File: src/logic/predict_pkg.sv
// Next-fetch predictor shared definitions
// Address and table widths, branch kind codes and stored entry records
`default_nettype none

package predict_pkg;

    localparam int addr_width  = 32;
    localparam int index_bits  = 5;
    localparam int tag_bits    = addr_width - 8;
    localparam int hist_width  = 10;
    localparam int stack_depth = 8;
    localparam int stack_bits  = $clog2(stack_depth);

    // Branch kinds, low two bits of info
    localparam logic [1:0] kind_cond  = 2'b00;
    localparam logic [1:0] kind_guess = 2'b01;
    localparam logic [1:0] kind_jump  = 2'b10;
    localparam logic [1:0] kind_ret   = 2'b11;

    // Weakly not taken
    localparam logic [1:0] counter_init = 2'b01;

    typedef struct packed {
        logic [tag_bits-1:0]   tag;
        logic [1:0]            kind;
        logic [addr_width-3:0] target;
    } target_entry_t;

    typedef struct packed {
        logic [1:0] guess1;
        logic [1:0] guess2;
    } guess_entry_t;

endpackage

`default_nettype wire

File: src/logic/lut_memory.sv
// Small lookup memory
// Combinational read port and one synchronous write port, entry type set by parameter
`timescale 1ns/1ps
`default_nettype none

module lut_memory #(
    parameter type entry_t    = logic [7:0],
    parameter int  depth_bits = 5
) (
    input  wire                    clk,
    input  wire                    wr_en,
    input  wire [depth_bits-1:0]   wr_addr,
    input  wire entry_t            wr_data,
    input  wire [depth_bits-1:0]   rd_addr,
    output entry_t                 rd_data
);

    entry_t mem [2**depth_bits];

    always_ff @(posedge clk) begin
        if (wr_en) begin
            mem[wr_addr] <= wr_data;
        end
    end

    assign rd_data = mem[rd_addr];

endmodule

`default_nettype wire

File: src/logic/target_buffer.sv
// Branch target buffer
// Per packet and slot, records whether a branch lives there, its kind and target.
// Lookup by pc_now is combinational, execute results install entries.
`timescale 1ns/1ps
`default_nettype none

module target_buffer (
    input  wire                               clk,
    input  wire                               rstn,
    input  wire [predict_pkg::addr_width-1:0] pc_now,
    input  wire                               ex_vld,
    input  wire [predict_pkg::addr_width-1:0] ex_pc,
    input  wire [1:0]                         ex_kind,
    input  wire [predict_pkg::addr_width-1:0] ex_target,
    output logic                              exist1,
    output logic                              exist2,
    output logic [predict_pkg::addr_width-1:0] info1,
    output logic [predict_pkg::addr_width-1:0] info2
);
    import predict_pkg::*;

    logic [index_bits-1:0] rd_index;
    logic [index_bits-1:0] wr_index;
    logic [1:0]            wr_slot;
    target_entry_t         wr_entry;

    assign rd_index = pc_now[index_bits+2:3];
    assign wr_index = ex_pc[index_bits+2:3];
    // ex_pc[2] picks the slot
    assign wr_slot  = {ex_vld & ex_pc[2], ex_vld & ~ex_pc[2]};
    assign wr_entry = '{tag: ex_pc[addr_width-1:8], kind: ex_kind,
                        target: ex_target[addr_width-1:2]};

    for (genvar s = 0; s < 2; s++) begin : g_slot
        logic [2**index_bits-1:0] valid;
        target_entry_t            rd_entry;
        logic                     hit;

        lut_memory #(.entry_t(target_entry_t), .depth_bits(index_bits)) entries (
            .clk     (clk),
            .wr_en   (wr_slot[s]),
            .wr_addr (wr_index),
            .wr_data (wr_entry),
            .rd_addr (rd_index),
            .rd_data (rd_entry)
        );

        always_ff @(posedge clk) begin
            if (!rstn) begin
                valid <= '0;
            end else if (wr_slot[s]) begin
                valid[wr_index] <= 1'b1;
            end
        end

        assign hit = valid[rd_index] && (rd_entry.tag == pc_now[addr_width-1:8]);
    end

    // Info is target word then kind
    assign exist1 = g_slot[0].hit;
    assign exist2 = g_slot[1].hit;
    assign info1  = {g_slot[0].rd_entry.target, g_slot[0].rd_entry.kind};
    assign info2  = {g_slot[1].rd_entry.target, g_slot[1].rd_entry.kind};

endmodule

`default_nettype wire

File: config.mk
export PLATFORM = sky130hd
export DESIGN_NAME = target_buffer
export DESIGN_NICKNAME = d
export VERILOG_FILES = /design/src/logic/predict_pkg.sv /design/src/logic/lut_memory.sv /design/src/logic/target_buffer.sv
export SDC_FILE = /design/constraint.sdc
export NUM_CORES = 2
export LEC_CHECK = 0
export BUFFER_PORTS_ARGS = -buffer_cell sky130_fd_sc_hd__buf_2
export CAP_MARGIN = 20
export CORE_MARGIN = 8
export CORE_UTILIZATION = 32
export DETAILED_ROUTE_END_ITERATION = 10
export GPL_TIMING_DRIVEN = 0
export RECOVER_POWER = 50
export SYNTH_ARGS = -nofsm -noshare
export SYNTH_HDL_FRONTEND = slang
export SYNTH_SLANG_ARGS = --single-unit
File: constraint.sdc
create_clock -name clk -period 5.3 [get_ports clk]
set_input_delay 0.265 -clock clk [delete_from_list [all_inputs] [get_ports clk]]
set_output_delay 0.265 -clock clk [all_outputs]
set_load 0.02 [all_outputs]
-- Word level (Yosys, flattened, before mapping)
Memory sizes are Yosys's and may differ from the RTL's.
Cells that the tools add are included.
- div/mod/pow operators: 0
- magnitude comparators: 3
- bitwise operators: 5
- multiply operators: 0
- multiplexer cells: 10
- reductions and logical operators: 3
- shift operators: 0
- equality and inequality tests: 2
- add/sub/neg operators: 0
- operators with widths (kind ; number):
    $or A32 B32 Y32 ; 2
    $eq A24 B24 Y1 ; 2
    $lt A5 B6 Y1 const B ; 2
    $bmux W1 S5 ; 2
    $mux W1 ; 7
    $demux W1 S5 ; 1
    $ge A5 B1 Y1 const B ; 1
    $logic_and A1 B1 Y1 ; 3
    $and A1 B1 Y1 ; 2
    $not A1 Y1 ; 1
- memory bits (writable): 3584
- output and inout bits: 66
- memory bits (read-only): 0
- memories kept: 2
- register bits: 64
- latch bits: 0
- logic and storage cells: 27
- memory list (memory ; depth ; bits a word ; read ports ; clocked after memory_dff ; write ports ; line ; source):
    g_slot[0].entries.mem ; 32 ; 56 ; 1 ; 0 ; 1 ; lut_memory.sv:18 ; entry_t mem [2**depth_bits];
    g_slot[1].entries.mem ; 32 ; 56 ; 1 ; 0 ; 1 ; lut_memory.sv:18 ;

-- Logic depth before layout (Yosys ltp)
- depth in word-level cells: 5
- depth in mapped cells: 15

-- Hierarchy
A second synthesis with hierarchy kept.
- cell total of the unflattened synthesis: 8056
- area total of the unflattened synthesis: 142648.1 µm²
- modules (own cells, without submodules) (module ; sequential area each (µm²) ; area each (µm²) ; instances ; cells each):
    lut_memory ; 53811.6 ; 69674.3 ; 2 ; 3861
    target_buffer ; 1281.2 ; 3299.4 ; 1 ; 334

-- Least setup slack after synthesis
No wires, ideal clock.
- path type: in2reg
- from: input ex_pc[5] (netlist bit)
- to: memory g_slot[1].entries.mem[7][0] (netlist bit), enable pin
- stages: 4
- required time: 4.828 ns
- library setup time: 0.472 ns
- data arrival time: 3.486 ns
- setup slack: 1.342 ns
- cells stage by stage: clkbuf_1 -> or3b_2 -> clkbuf_1 -> nor2_1
- RTL lines (element ; line ; source):
    start: declaration ; target_buffer.sv:12 ; input wire [predict_pkg::addr_width-1:0] ex_pc,
    end: declaration ; lut_memory.sv:18 ;
Straight into the memory's write port.

-- Worst setup path after layout
- from: input pc_now[5] (netlist bit)
- to: output exist2
- longest elaborated chain between the ends: 3
- elaborated cells on any way between the ends: 5
- ends and longest elaborated chain (element ; line ; source):
    start: declaration ; target_buffer.sv:10 ; input wire [predict_pkg::addr_width-1:0] pc_now,
    $mem_v2 Z32 W56 / $bmux W1 S5 (equally long branches) ; -- ;
    $eq A24 B24 Y1 / $mux W1 (equally long branches) ; target_buffer.sv:56 ; assign hit = valid[rd_index] && (rd_entry.tag == pc_now[addr_width-1:8]);
    $logic_and A1 B1 Y1 * ; target_buffer.sv:56 ;
    end: declaration ; target_buffer.sv:16 ; output logic exist2,
Mark *: on every way between the ends. The rest lies on a longest branch, timed or not. The select of a mux whose other input is x is not followed.

==> out/results.ini <==
[sta]
setup_viol=0
maxSlewHeadroom=-0.8094
worst_slew_pin_slew_ns=2.714
setup_tns_ns=0
rsz0062_at_grt=yes
slew_viol_final=3007
hold_viol_final=0
fmax_mhz=190.2
finClkSkew_ns=0
finalCriticalPeriod_ns=5.257
timing.final.crit_share=0.9920
fin_ws_ns=0.04262

[cts]
postCtsSetupRepairBufs=0
clock_sinks=3648
clock_path_buffers=4
cts_buffers=353
cts.clk_slew.worst_paths_ns=0.06
clock_latency_ns=0.85
htreeDepth=5
cts_tree=yes
clockRootBuffer=clkbuf_16

[logic_synthesis]
yosysTopAreaCell=edfxtp_1
synth_cells=5910
synth_warnings=0
async_flop_share=0
ys_ff_latch=3648
syn_area_per_cell_sq_um=23.62
synth.cell_area_sq_mm=0.1396
synth_edf_count=3584
yosysSeqAreaShare=0.7803
synth_top_area_frac=0.7711
synth_flop_cell=edfxtp_1
synth_cell_types=66
syn_nets=6011
yosys-top-cells-area=edfxtp_1, mux4_2, mux2i_1, dfxtp_1, nand2_1

[grt]
grt_use_total=0.1914
gr-total-overflow=0
grt_pass1_vias=70590
antenna_found_initial=45
grt_pass1_wl_mm=609.3
grt_max_degree=65

[setup_path]
worstPathArrival_ns=4.99
crit_required_ns=5.04
r2r_setup_slack_ns=4.68
crit_buf_inv=6
start_kind=input pin
reg2reg_from=g_slot[0].valid[9]
worst_r2r_path_depth=1
path_max_fanout=10
slowest_stage=clkdlybuf4s15_1
critPathCaptureType=output port
max_stage_delay_ns=0.93
critical_path_class=in -> out
crit_top_cell=buf_2
r2r_end=g_slot[0].valid[9]
cp_top_family=buffers and inverters
crit_chain=buf_2 -> buf_2 -> buf_2 -> clkdlybuf4s15_1 -> nand2_1 -> o22ai_1 -> a2111oi_2 -> xnor2_1 -> nor4_1 -> o2111ai_1 -> nor4_1 -> buf_2 -> buf_2

[floorplanning]
coreArea_sq_mm=0.4345
die_h_um=676.4
ios=167
die_x_um=676.4
start_util=0.3212
rows=242
design.die.area_sq_mm=0.4576

[hold_path]
whs_path_depth=2
hold_class=in -> reg
min_to=g_slot[1].entries.mem[27][4]
worstHoldStart=ex_target[6]

[route]
route.antenna.remaining_nets=0
route.detailed.drc=0
first_pass_iters=6
vias=71810
wl_per_cell_um=35.50
wirelength_mm=454.1
viasPerCell=5.613
initialDrtViolationCount=11510

[cells_and_area]
layout_common_cells=edfxtp_1, mux4_2, clkbuf_16
nets=6866
n_fill_cell=38310
drive_above_1_share=0.3008
finish.utilization=0.3804
ff_latch_area_sq_mm=0.1089
final_common_cell=edfxtp_1
multi_input_area_sq_mm=0.02941
area_growth_pct=18.43

[status]
outcome=complete, but fails checks
violations=max-capacitance violations, max-slew violations

[power]
power_mw=60.98
leakage_nw=51.33
power.density_mw_per_mm2=368.9
ir_worst_vdd_mv=0.2593

[placement]
portBuffers=142
place_hpwl_mm=305.3
gp_congestion=0.8748
dp_slack_ns=-0.6406

[job]
maxCapViolCount=70

==> through the flow <==
step / instances / hold WS, ns / instance area [sq um]
2_1_floorplan: 5910 / 0.3639 / 139600
3_3_place_gp: 11790 / 0.4415 / 147500
3_5_place_dp: 12060 / 0.4531 / 153600
4_1_cts: 12710 / 0.01972 / 165300
5_1_grt: 12780 / 0.2651 / 165300
6_report: 12790 / 0.2699 / 165300
==> timing repair <==
action                                 in CTS  in global routing
hold buffers                               23                 30
endpoints found under the hold margin     583               1095
gates resized for setup                    27                 15
pin swaps                                   0                  1
setup endpoints to repair                  39                  7
==> cell families (layout without fill, tap and decap cells) <==
logic type,count (synthesis),in the layout,share of synthesized area
flops,3648,3648,0.7803
buf+inv,320,1449,0.01179
simple gates,432,432,0.01298
mux,1181,1181,0.1768
other cells,0,20,0
xor+xnor,85,85,0.005334
compound gates,244,244,0.01287
==> state kept, by name, indices dropped and copies added (netlist names) <==
| signal | cells |
|---|---|
| g_slot.entries.mem | 3584 |
| g_slot.valid | 64 |
==> power breakdown <==
part	switching [mW]	internal (mW)	leakage [nW]
logic	2.38	1.26	13.0
clock network	10.8	14.6	5.59
registers	0.0438	31.9	32.8
total	13.2	47.7	51.3
==> per-layer routing <==
| layer | vias to the layer above | part of all wire | GRT usage |
|---|---|---|---|
| li1 | 26980 | - | - |
| met1 | 38990 | 0.38 | 0.2547 |
| met2 | 4847 | 0.46 | 0.3029 |
| met3 | 959 | 0.12 | 0.04784 |
| met4 | 30 | 0.048 | 0.07347 |
| met5 | - | 0.00042 | 0 |
==> final cells by class <==
class                   count  area share
clock inverters           184     0.01182
repair buffers            502     0.03972
diodes                     20   0.0003028
multi-input cells        1942      0.1779
plain buffers             311     0.01035
clock buffers             445     0.05753
well taps                5734     0.04340
flip-flops and latches   3648      0.6588
inverters                   7   0.0001590
==> worst max path at each step <==
stage / startpoint / end / cells after the start / slack (ns)
detailed placement: pc_now[3] / exist1 / 15 / -0.64
floorplan: ex_pc[5] / g_slot[1].entries.mem[7][0] / 4 / 1.34
global placement: ex_pc[6] / g_slot[0].entries.mem[9][20] / 4 / -4.14
global route: pc_now[5] / info2[11] / 13 / 0.002
CTS: pc_now[6] / exist2 / 12 / 0.006
finish: pc_now[5] / exist2 / 13 / 0.04
==> cells in the mapped netlist, types with 19 or more instances <==
library cell and number:
nor2_1 102, buf_4 21, buf_1 53, mux2_2 19, edfxtp_1 3584, a221oi_1 19, nand3_1 21, clkbuf_1 107
o21a_1 64, dfxtp_1 64, o21ai_0 21, nand2_1 246, mux4_2 1021, xnor2_1 47, a21oi_1 23, mux2i_1 136
xor2_1 38, buf_6 24, buf_2 104
(Power assumes the default switching activity.)
