$ cat src/logic/predict_pkg.sv
// Next-fetch predictor shared definitions
// Address and table widths, branch kind codes and stored entry records
`default_nettype none

package predict_pkg;

    localparam int addr_width  = 32;
    localparam int index_bits  = 5;
    localparam int tag_bits    = addr_width - 8;
    localparam int hist_width  = 10;
    localparam int stack_depth = 8;
    localparam int stack_bits  = $clog2(stack_depth);

    // Branch kinds, low two bits of info
    localparam logic [1:0] kind_cond  = 2'b00;
    localparam logic [1:0] kind_guess = 2'b01;
    localparam logic [1:0] kind_jump  = 2'b10;
    localparam logic [1:0] kind_ret   = 2'b11;

    // Weakly not taken
    localparam logic [1:0] counter_init = 2'b01;

    typedef struct packed {
        logic [tag_bits-1:0]   tag;
        logic [1:0]            kind;
        logic [addr_width-3:0] target;
    } target_entry_t;

    typedef struct packed {
        logic [1:0] guess1;
        logic [1:0] guess2;
    } guess_entry_t;

endpackage

`default_nettype wire

$ cat src/logic/return_stack.sv
// Return address stack
// Circular stack of call return addresses. The first speculative pop saves
// the pointer, and a clear rolls back to it.
`timescale 1ns/1ps
`default_nettype none

module return_stack (
    input  wire                               clk,
    input  wire                               rstn,
    input  wire                               push,
    input  wire [predict_pkg::addr_width-1:0] addr,
    input  wire                               pop,
    input  wire                               spec,
    input  wire                               clear,
    output logic                              empty,
    output logic [predict_pkg::addr_width-1:0] top
);
    import predict_pkg::*;

    logic [addr_width-1:0] stack_mem [stack_depth];
    logic [stack_bits-1:0] sp;
    logic [stack_bits-1:0] sp_top;
    logic [stack_bits:0]   count;
    logic [stack_bits-1:0] ck_sp;
    logic [stack_bits:0]   ck_count;
    logic                  ck_held;
    logic                  do_pop;

    // sp is the next free slot
    assign sp_top = sp - 1'b1;
    assign empty  = (count == '0);
    assign top    = stack_mem[sp_top];
    assign do_pop = pop & ~empty;

    always_ff @(posedge clk) begin
        if (!rstn) begin
            sp       <= '0;
            count    <= '0;
            ck_sp    <= '0;
            ck_count <= '0;
            ck_held  <= 1'b0;
        end else if (clear) begin
            if (ck_held) begin
                sp    <= ck_sp;
                count <= ck_count;
            end
            ck_held <= 1'b0;
        end else begin
            if (push && !do_pop) begin
                sp <= sp + 1'b1;
                // Full stack wraps over the oldest entry
                if (count != stack_depth) begin
                    count <= count + 1'b1;
                end
            end else if (do_pop && !push) begin
                sp    <= sp_top;
                count <= count - 1'b1;
            end
            if (do_pop && spec && !ck_held) begin
                ck_held  <= 1'b1;
                ck_sp    <= sp;
                ck_count <= count;
            end
        end
    end

    // Push with pop replaces the top
    always_ff @(posedge clk) begin
        if (push && !clear) begin
            stack_mem[do_pop ? sp_top : sp] <= addr;
        end
    end

endmodule

`default_nettype wire

$ cat config.mk
export PLATFORM = sky130hd
export DESIGN_NAME = return_stack
export DESIGN_NICKNAME = d
export VERILOG_FILES = /design/src/logic/predict_pkg.sv /design/src/logic/return_stack.sv
export SDC_FILE = /design/constraint.sdc
export NUM_CORES = 1
export LEC_CHECK = 0
export BUFFER_PORTS_ARGS = -buffer_cell sky130_fd_sc_hd__buf_2
export CORE_AREA = 3 3 150 152
export DETAILED_ROUTE_END_ITERATION = 16
export DIE_AREA = 0 0 153 155
export HOLD_SLACK_MARGIN = 0.12
export PLACE_DENSITY = 0.64
export SETUP_SLACK_MARGIN = 0.2
export SYNTH_ARGS = -nofsm -noshare
export SYNTH_HDL_FRONTEND = slang
export SYNTH_SLANG_ARGS = --single-unit
$ cat constraint.sdc
create_clock -name clk -period 9.2 [get_ports clk]
set_input_delay 1.38 -clock clk [delete_from_list [all_inputs] [get_ports clk]]
set_output_delay 1.38 -clock clk [all_outputs]
set_load 0.02 [all_outputs]
### Word level (Yosys, flattened, before mapping)

Memory sizes are Yosys's and may differ from the RTL's.
Index checks and enable logic that the tools add are counted.

* bits in registers: 15
* bits in latches: 0
* memory bits (writable): 256
* bits in read-only memories: 0
* input port bits: 38
* output and inout port bits: 33
* logic and storage cells: 44
* memories kept: 1

Memory list
* stack_mem: words 8, bits a word 32, read ports 1, clocked after Yosys merged registers in 0, wr ports 1, RTL line return_stack.sv:20 `logic [addr_width-1:0] stack_mem [stack_depth];`

* $add $sub $neg: 4
* $mul: 0
* div/mod/pow operators: 0
* order comparisons: 0
* eq/ne operators: 3
* shift operators: 0
* multiplexer cells: 12
* bitwise operators: 4
* reduce and logical (&&, ||, !) cells: 15

Operator list (count)
* 4-bit 2-to-1 mux: 5
* 3-bit 2-to-1 mux: 5
* 1-bit logical AND: 5
* 4-bit by 1-bit adder with 4-bit output (second input constant): 1
* 1-bit zero test: 4
* 4-bit zero test: 1
* 4-bit inequality test (second input constant): 1
* 2-bit AND reduction: 2
* 4-bit by 1-bit subtractor with 4-bit output (second input constant): 1
* 3-bit by 1-bit adder with 3-bit output (second input constant): 1
* 3-bit by 2-bit inequality test with 1-bit output (second input constant): 1
* 1-bit inverter: 3
* 3-bit AND reduction: 1
* 3-bit nonzero test: 1
* 3-bit by 1-bit subtractor with 3-bit output (second input constant): 1
* 1-bit 2-to-1 mux: 2
* 2-bit by 1-bit inequality test with 1-bit output (second input constant): 1
* 2-bit OR reduction: 1
* 1-bit AND: 1

### Depth between registers and ports, before layout

Gate-level depths: netlist of the first run.

* depth after elaboration: 7
* gate-level depth with buffers: 11
* mapped depth without buffers: 10

### Worst setup path before layout of the first run

Ideal clock, no wire load.

* path kind: in2reg
* start point: input pop
* end point: memory stack_mem[4][0] (enable)
* library setup time: 0.425 ns
* data arrival time: 3.523 ns
* data required time: 8.775 ns
* path slack: 5.253 ns
* cell stages on the path: 6
* buffers on the path: 1
* cells stage by stage: o41a_1 -> buf_2 -> nand2_1 -> o22ai_1 -> o2bb2ai_1 -> nor2b_1

* longest elaborated chain between the ends: 2

RTL lines
* start: declaration: RTL line return_stack.sv:12 `input wire pop,`
* 1-bit AND: RTL line return_stack.sv:33 `assign do_pop = pop & ~empty;`
* 3-bit 2-to-1 mux: RTL line return_stack.sv:70 `stack_mem[do_pop ? sp_top : sp] <= addr;`
* end: declaration: RTL line return_stack.sv:20

Every way passes these cells.

### Final worst setup path of the first run

* start point: register sp[0]
* end point: output top[6] (netlist bit)

* longest elaborated chain between the ends: 2

RTL lines
* start: declaration: RTL line return_stack.sv:21 `logic [stack_bits-1:0] sp;`
* start signal: assignment: RTL line return_stack.sv:44 `sp <= ck_sp;`
* start signal: assignment: RTL line return_stack.sv:50 `sp <= sp + 1'b1;`
* start signal: assignment: RTL line return_stack.sv:56 `sp <= sp_top;`
* 3-bit by 1-bit subtractor with 3-bit output: RTL line return_stack.sv:30 `assign sp_top = sp - 1'b1;`
* memory read 8 x 32 bit
* end: declaration: RTL line return_stack.sv:16 `output logic [predict_pkg::addr_width-1:0] top`

Every way passes these cells.

==> impl_metrics.json, run 1 <==
{
  "status": "finished clean",
  "finalPower_mw": 3.055,
  "worst_setup_path_start_kind": "register",
  "grt_start_max_net_pins": 70,
  "clk_pin_slew_ns": 0.06,
  "fill_cells": 1543,
  "slowest_delay_ns": 1.00,
  "netlist_instances": 507,
  "multi_input_area_sq_um": 2590,
  "cts_resized": 0,
  "cts_tree": "yes",
  "die_w_um": 153,
  "finalSetupTns_ns": 0,
  "syn_to_final_growth_pct": 15.47,
  "start_util": 0.5025,
  "fin_cells": 886,
  "synth-seq-area-share": 0.7514,
  "skew_ns": 0.01025,
  "yosysTopAreaCell": "edfxtp_1",
  "wl_per_cell_um": 22.27,
  "synth_ff_type": "edfxtp_1",
  "synth.ff_latch_count": 271,
  "grt_pass1_wl_mm": 30.61,
  "crit_path_end_kind": "primary output",
  "finalInstanceArea_sq_um": 12270,
  "finalCriticalPeriod_ns": 4.849,
  "placementRows": 53,
  "finalNetCount": 632,
  "io_pins": 71,
  "dr.pass1.iters": 6,
  "netlist.area_leader.share": 0.7232,
  "syn_area_per_cell_sq_um": 20.97,
  "coreArea_sq_um": 21150,
  "gp_congestion": 0.8195,
  "numCtsBuffers": 28,
  "cts_setup_buffers": 0,
  "crit_type": "register to primary output",
  "synth_area_sq_um": 10630,
  "drc_errors": 0,
  "dp_cells": 835,
  "dp_hpwl_mm": 11.45,
  "power.leakage_nw": 3.973,
  "grt_pass1_vias": 5419,
  "synth.most_common_cell": "edfxtp_1",
  "critPathRequiredTime_ns": 7.82,
  "ys_top_cells_by_count": "256 x edfxtp_1, 64 x mux4_2, 32 x mux2_2",
  "fin_crit_sh": 0.5270,
  "cts_hold_buffers": 0,
  "vias": 5029,
  "fmax_mhz": 206.2,
  "rsz0062_at_grt": "no",
  "clk_latency_ns": 0.52,
  "clock-root-buffer": "clkbuf_16",
  "avgViaCountPerCell": 5.676,
  "setup_viol": 0,
  "worstPathCellList": "inv_1 > ha_4 > mux4_2 > mux2_2 > buf_2",
  "tightest_slew_ns": 0.9993,
  "port_buffers": 70,
  "dieArea_sq_um": 23720,
  "chipHeight_um": 155,
  "syn_nets": 549,
  "p_per_area_nw_per_um2": 248.9,
  "yosys_warnings": 0,
  "drtIter0Drc": 267,
  "grt-ovfl-total": 0,
  "crit_fanout": 69,
  "drv_slew": 0,
  "finalHoldViolCount": 0,
  "holdCritPathClass": "register to register",
  "drive_above_1_share": 0.3803,
  "slowest_stage": "ha_4",
  "fin_hold_ws_ns": 0.4892,
  "clock-sinks": 271,
  "ant_nets": 0,
  "reg2reg_depth": 7,
  "maxSlewHeadroom": 0.3338,
  "hold_depth": 2,
  "synth_edf_count": 256,
  "vdd_ir_drop_max_uv": 169.1,
  "placed_cell_area_sq_um": 11380,
  "h-tree-depth": 1,
  "grt.total_usage": 0.1669,
  "synth_area_leaders": "edfxtp_1 72%, mux4_2 14%, mux2_2 3.4%, dfxtp_1 2.8%, mux2i_1 0.75%",
  "async_flop_share": 0,
  "ys_types": 45,
  "maxCapViolations": 0,
  "clockBufferDepth": 3,
  "antenna_found_initial": 3,
  "seq_area_sq_um": 7991,
  "crit_arrival_ns": 3.47,
  "wirelength_mm": 19.73
}
power breakdown:
part           internal, mW  switching, mW  leakage [nW]
clock                 0.658          0.431         0.442
combinational         0.222          0.297          1.10
sequential             1.41         0.0331          2.44
cells in the final DEF (no fill, tap or decap), drive strengths merged, types with 5 or more instances in the layout:
cell type,Yosys,layout
a21oi,13,13
buf,11,80
clkbuf,16,36
clkinv,0,10
dfxtp,15,15
edfxtp,256,256
inv,6,7
mux2,32,32
mux2i,8,8
mux4,64,64
nand2,7,7
nand3,5,5
nor2,21,21
nor3,8,8
kinds of logic (layout without fill, tap and decap cells):
family,after synthesis,in the layout,share of synthesized area
xor+xnor,5,5,0.004119
simple gates,57,57,0.02696
compound gates,33,33,0.02225
mux,104,104,0.1770
fa+ha+maj,4,4,0.004708
buf+inv,33,136,0.01354
flops,271,271,0.7514
other cells,0,1,0
worst max-delay path: cells and delay by family (launching register included):
| kind | cells | cell delay [ns] |
|---|---|---|
| buffers and inverters | 2 | 0.42 |
| multiplexers | 2 | 0.71 |
| adder cells (fa/ha/maj) | 1 | 1.00 |
| flip-flops | 1 | 0.77 |
routing by layer:
layer	GRT usage	routed length, um	vias to the layer above
met5	0	21	-
li1	-	-	2260
met2	0.2845	9925	117
met3	0.03421	953	39
met4	0.04412	468	4
met1	0.2230	8364	2609
area by class of cell:
cell class	instances	share of cell area
Sequential cell	271	0.6511
Multi-Input combinational cell	203	0.2110
Clock buffer	36	0.06126
Timing Repair Buffer	80	0.03466
Tap cell	275	0.02803
Clock inverter	14	0.01172
Inverter	6	0.002039
Antenna cell	1	0.0002039
sequential cells by signal, indices dropped and copies added (netlist names):
name       flops
stack_mem    256
sp             3
ck_held        1
ck_count       4
ck_sp          3
count          4
metrics by stage:
| step | setup slack (ns) | util |
|---|---|---|
| floorplan | 5.253 | - |
| global route | 4.078 | 0.5802 |
| finish | 4.351 | 0.5802 |
| CTS | 4.223 | 0.5801 |
| global placement | 4.842 | 0.5378 |
| detailed placement | 4.799 | 0.5378 |
final timing paths:
path,start,end,slack [ns]
max,sp[0],top[6],4.35
min,ck_count[0],count[0],0.49
max reg2reg,sp[0],stack_mem[4][28],5.15
min reg2reg,ck_count[0],count[0],0.49
Note: power is estimated with default switching activity, not from simulation.
==> run 2, diff against run 1 <==
--- a/config.mk
+++ b/config.mk
@@ -10,7 +10,7 @@
 export DETAILED_ROUTE_END_ITERATION = 16
 export DIE_AREA = 0 0 153 155
 export HOLD_SLACK_MARGIN = 0.12
-export PLACE_DENSITY = 0.64
+export PLACE_DENSITY = 0.67
 export SETUP_SLACK_MARGIN = 0.2
 export SYNTH_ARGS = -nofsm -noshare
 export SYNTH_HDL_FRONTEND = slang
==> constraint.sdc (replaced) <==
create_clock -name clk -period 4.4 [get_ports clk]
set_input_delay 0.66 -clock clk [delete_from_list [all_inputs] [get_ports clk]]
set_output_delay 0.66 -clock clk [all_outputs]
set_load 0.02 [all_outputs]
==> run 2 against run 1 <==
  * Total power up 110%
  * Via count grew 1.8%
  * Wire length is 1.5% higher
  * Sequential share of layout area barely moved
  * Clock skew hardly changed
  * Largest power group unchanged
==> impl_metrics.json, run 2 (synthesis gave the netlist of run 1 again) <==
{
  "hold_depth": 1,
  "placementRows": 53,
  "power.leakage_nw": 3.968,
  "die_w_um": 153,
  "worst_slack_ns": 0.6369,
  "cts_setup_buffers": 0,
  "maxSlewHeadroom": 0.3234,
  "dp_hpwl_mm": 11.54,
  "top_register": "stack_mem",
  "clock-root-buffer": "clkbuf_16",
  "h-tree-depth": 1,
  "grt_start_max_net_pins": 70,
  "skew_ns": 0.009762,
  "slowest_delay_ns": 0.77,
  "cts_tree": "yes",
  "drc_errors": 0,
  "clk_pin_slew_ns": 0.06,
  "ant_nets": 0,
  "cts_hold_buffers": 0,
  "largest_reg_flops": 256,
  "grt.total_usage": 0.1703,
  "slowest_stage": "buf_4",
  "grt_pass1_wl_mm": 31.28,
  "min-delay-start": "addr[14]",
  "syn_to_final_growth_pct": 15.48,
  "gp_congestion": 0.7872,
  "wirelength_mm": 20.03,
  "critPathRequiredTime_ns": 3.74,
  "finalCriticalPeriod_ns": 3.763,
  "vias": 5118,
  "preCtsSetupSlack_ns": 1.074,
  "r2r_setup_slack_ns": 1.18,
  "rsz0062_at_grt": "no",
  "placed_cell_area_sq_um": 11420,
  "finalSetupTns_ns": 0,
  "vdd_ir_drop_max_uv": 531.8,
  "status": "finished clean",
  "dieArea_sq_um": 23720,
  "tightest_slew_ns": 1.015,
  "antenna_found_initial": 2,
  "numCtsBuffers": 27,
  "cts_resized": 0,
  "final_cell_mix": "256 x edfxtp_1, 70 x buf_2, 64 x mux4_2, 32 x mux2_2, 27 x clkbuf_16",
  "finalInstanceArea_sq_um": 12280,
  "drv_slew": 0,
  "r2r-start": "sp[1]",
  "start_util": 0.5025,
  "fmax_mhz": 265.7,
  "io_pins": 71,
  "holdCritPathClass": "input pin to register",
  "worst_setup_path_start_kind": "register",
  "fin_hold_ws_ns": 0.4013,
  "wl_per_cell_um": 22.48,
  "chipHeight_um": 155,
  "crit_path_end_kind": "primary output",
  "reg2reg_depth": 7,
  "crit_type": "register to primary output",
  "p_per_area_nw_per_um2": 514.6,
  "hold_end": "stack_mem[3][14]",
  "crit_fanout": 44,
  "finalNetCount": 637,
  "clock-sinks": 271,
  "layout_commonest_cell": "edfxtp_1",
  "fin_crit_sh": 0.8552,
  "drtIter0Drc": 339,
  "reg2reg_to": "stack_mem[0][22]",
  "grt-ovfl-total": 0,
  "dr.pass1.iters": 4,
  "critPathMostFrequentCell": "buf_4",
  "clk_latency_ns": 0.52,
  "setup_viol": 0,
  "port_buffers": 70,
  "crit_arrival_ns": 3.10,
  "finalHoldViolCount": 0,
  "clockBufferDepth": 3,
  "top_regs": "stack_mem x256, ck_count x4, count x4",
  "grt_pass1_vias": 5321,
  "worstPathCellList": "buf_4 > buf_4 > mux4_2 > mux2_2 > buf_2",
  "coreArea_sq_um": 21150,
  "drive_above_1_share": 0.3844,
  "dp_cells": 841,
  "avgViaCountPerCell": 5.744,
  "maxCapViolations": 0,
  "fin_cells": 891
}
[run 2: final cells by class]
| class | count | area [sq um] |
|---|---|---|
| tap | 275 | 344.1 |
| fill | 1551 | 8879 |
| clock buffer | 35 | 705.7 |
| timing repair buffer | 86 | 470.5 |
| inverter | 6 | 25.02 |
| antenna | 2 | 5.005 |
| sequential | 271 | 7991 |
| clock inverter | 13 | 143.9 |
| multi-input combinational | 203 | 2590 |
[run 2: per-layer routing]
layer  GRT usage  up-vias  wire length [um]
met1      0.2354     2647              8376
met5           0        -                13
met4     0.04667        2               405
met3     0.03588       36              1263
li1            -     2284                 -
met2      0.2807      149              9973
[run 2: worst max path at each step]
stage,startpoint,endpoint,slack [ns],depth (start not counted)
after floorplan,sp[0],stack_mem[6][0],0.66,9
after global placement,sp[0],top[30],1.09,5
after detailed placement,sp[0],top[30],1.07,5
after CTS,sp[0],top[30],0.50,5
after global routing,sp[0],top[29],0.36,5
final,sp[0],top[30],0.64,5
[run 2: power breakdown]
part           switching (mW)  internal, mW  leakage, nW  total, mW
Clock                   0.891          1.30        0.405       2.19
Sequential             0.0551          2.96         2.44       3.01
Combinational           0.644         0.468         1.13       1.11
Total                    1.59          4.73         3.97       6.32
[run 2: worst max-delay path: cells and delay by family, from the launching register on]
| kind | cells | cell delay [ns] |
|---|---|---|
| mux | 2 | 0.91 |
| flops | 1 | 0.34 |
| buf+inv | 3 | 1.33 |
[run 2: through the flow]
| stage | utilization | power (mW) |
|---|---|---|
| 3_3_place_gp | 0.5399 | 4.171 |
| 3_5_place_dp | 0.5399 | 4.194 |
| 2_1_floorplan | - | 3.822 |
| 6_report | 0.5803 | 6.318 |
| 4_1_cts | 0.5801 | 6.398 |
| 5_1_grt | 0.5802 | 6.572 |
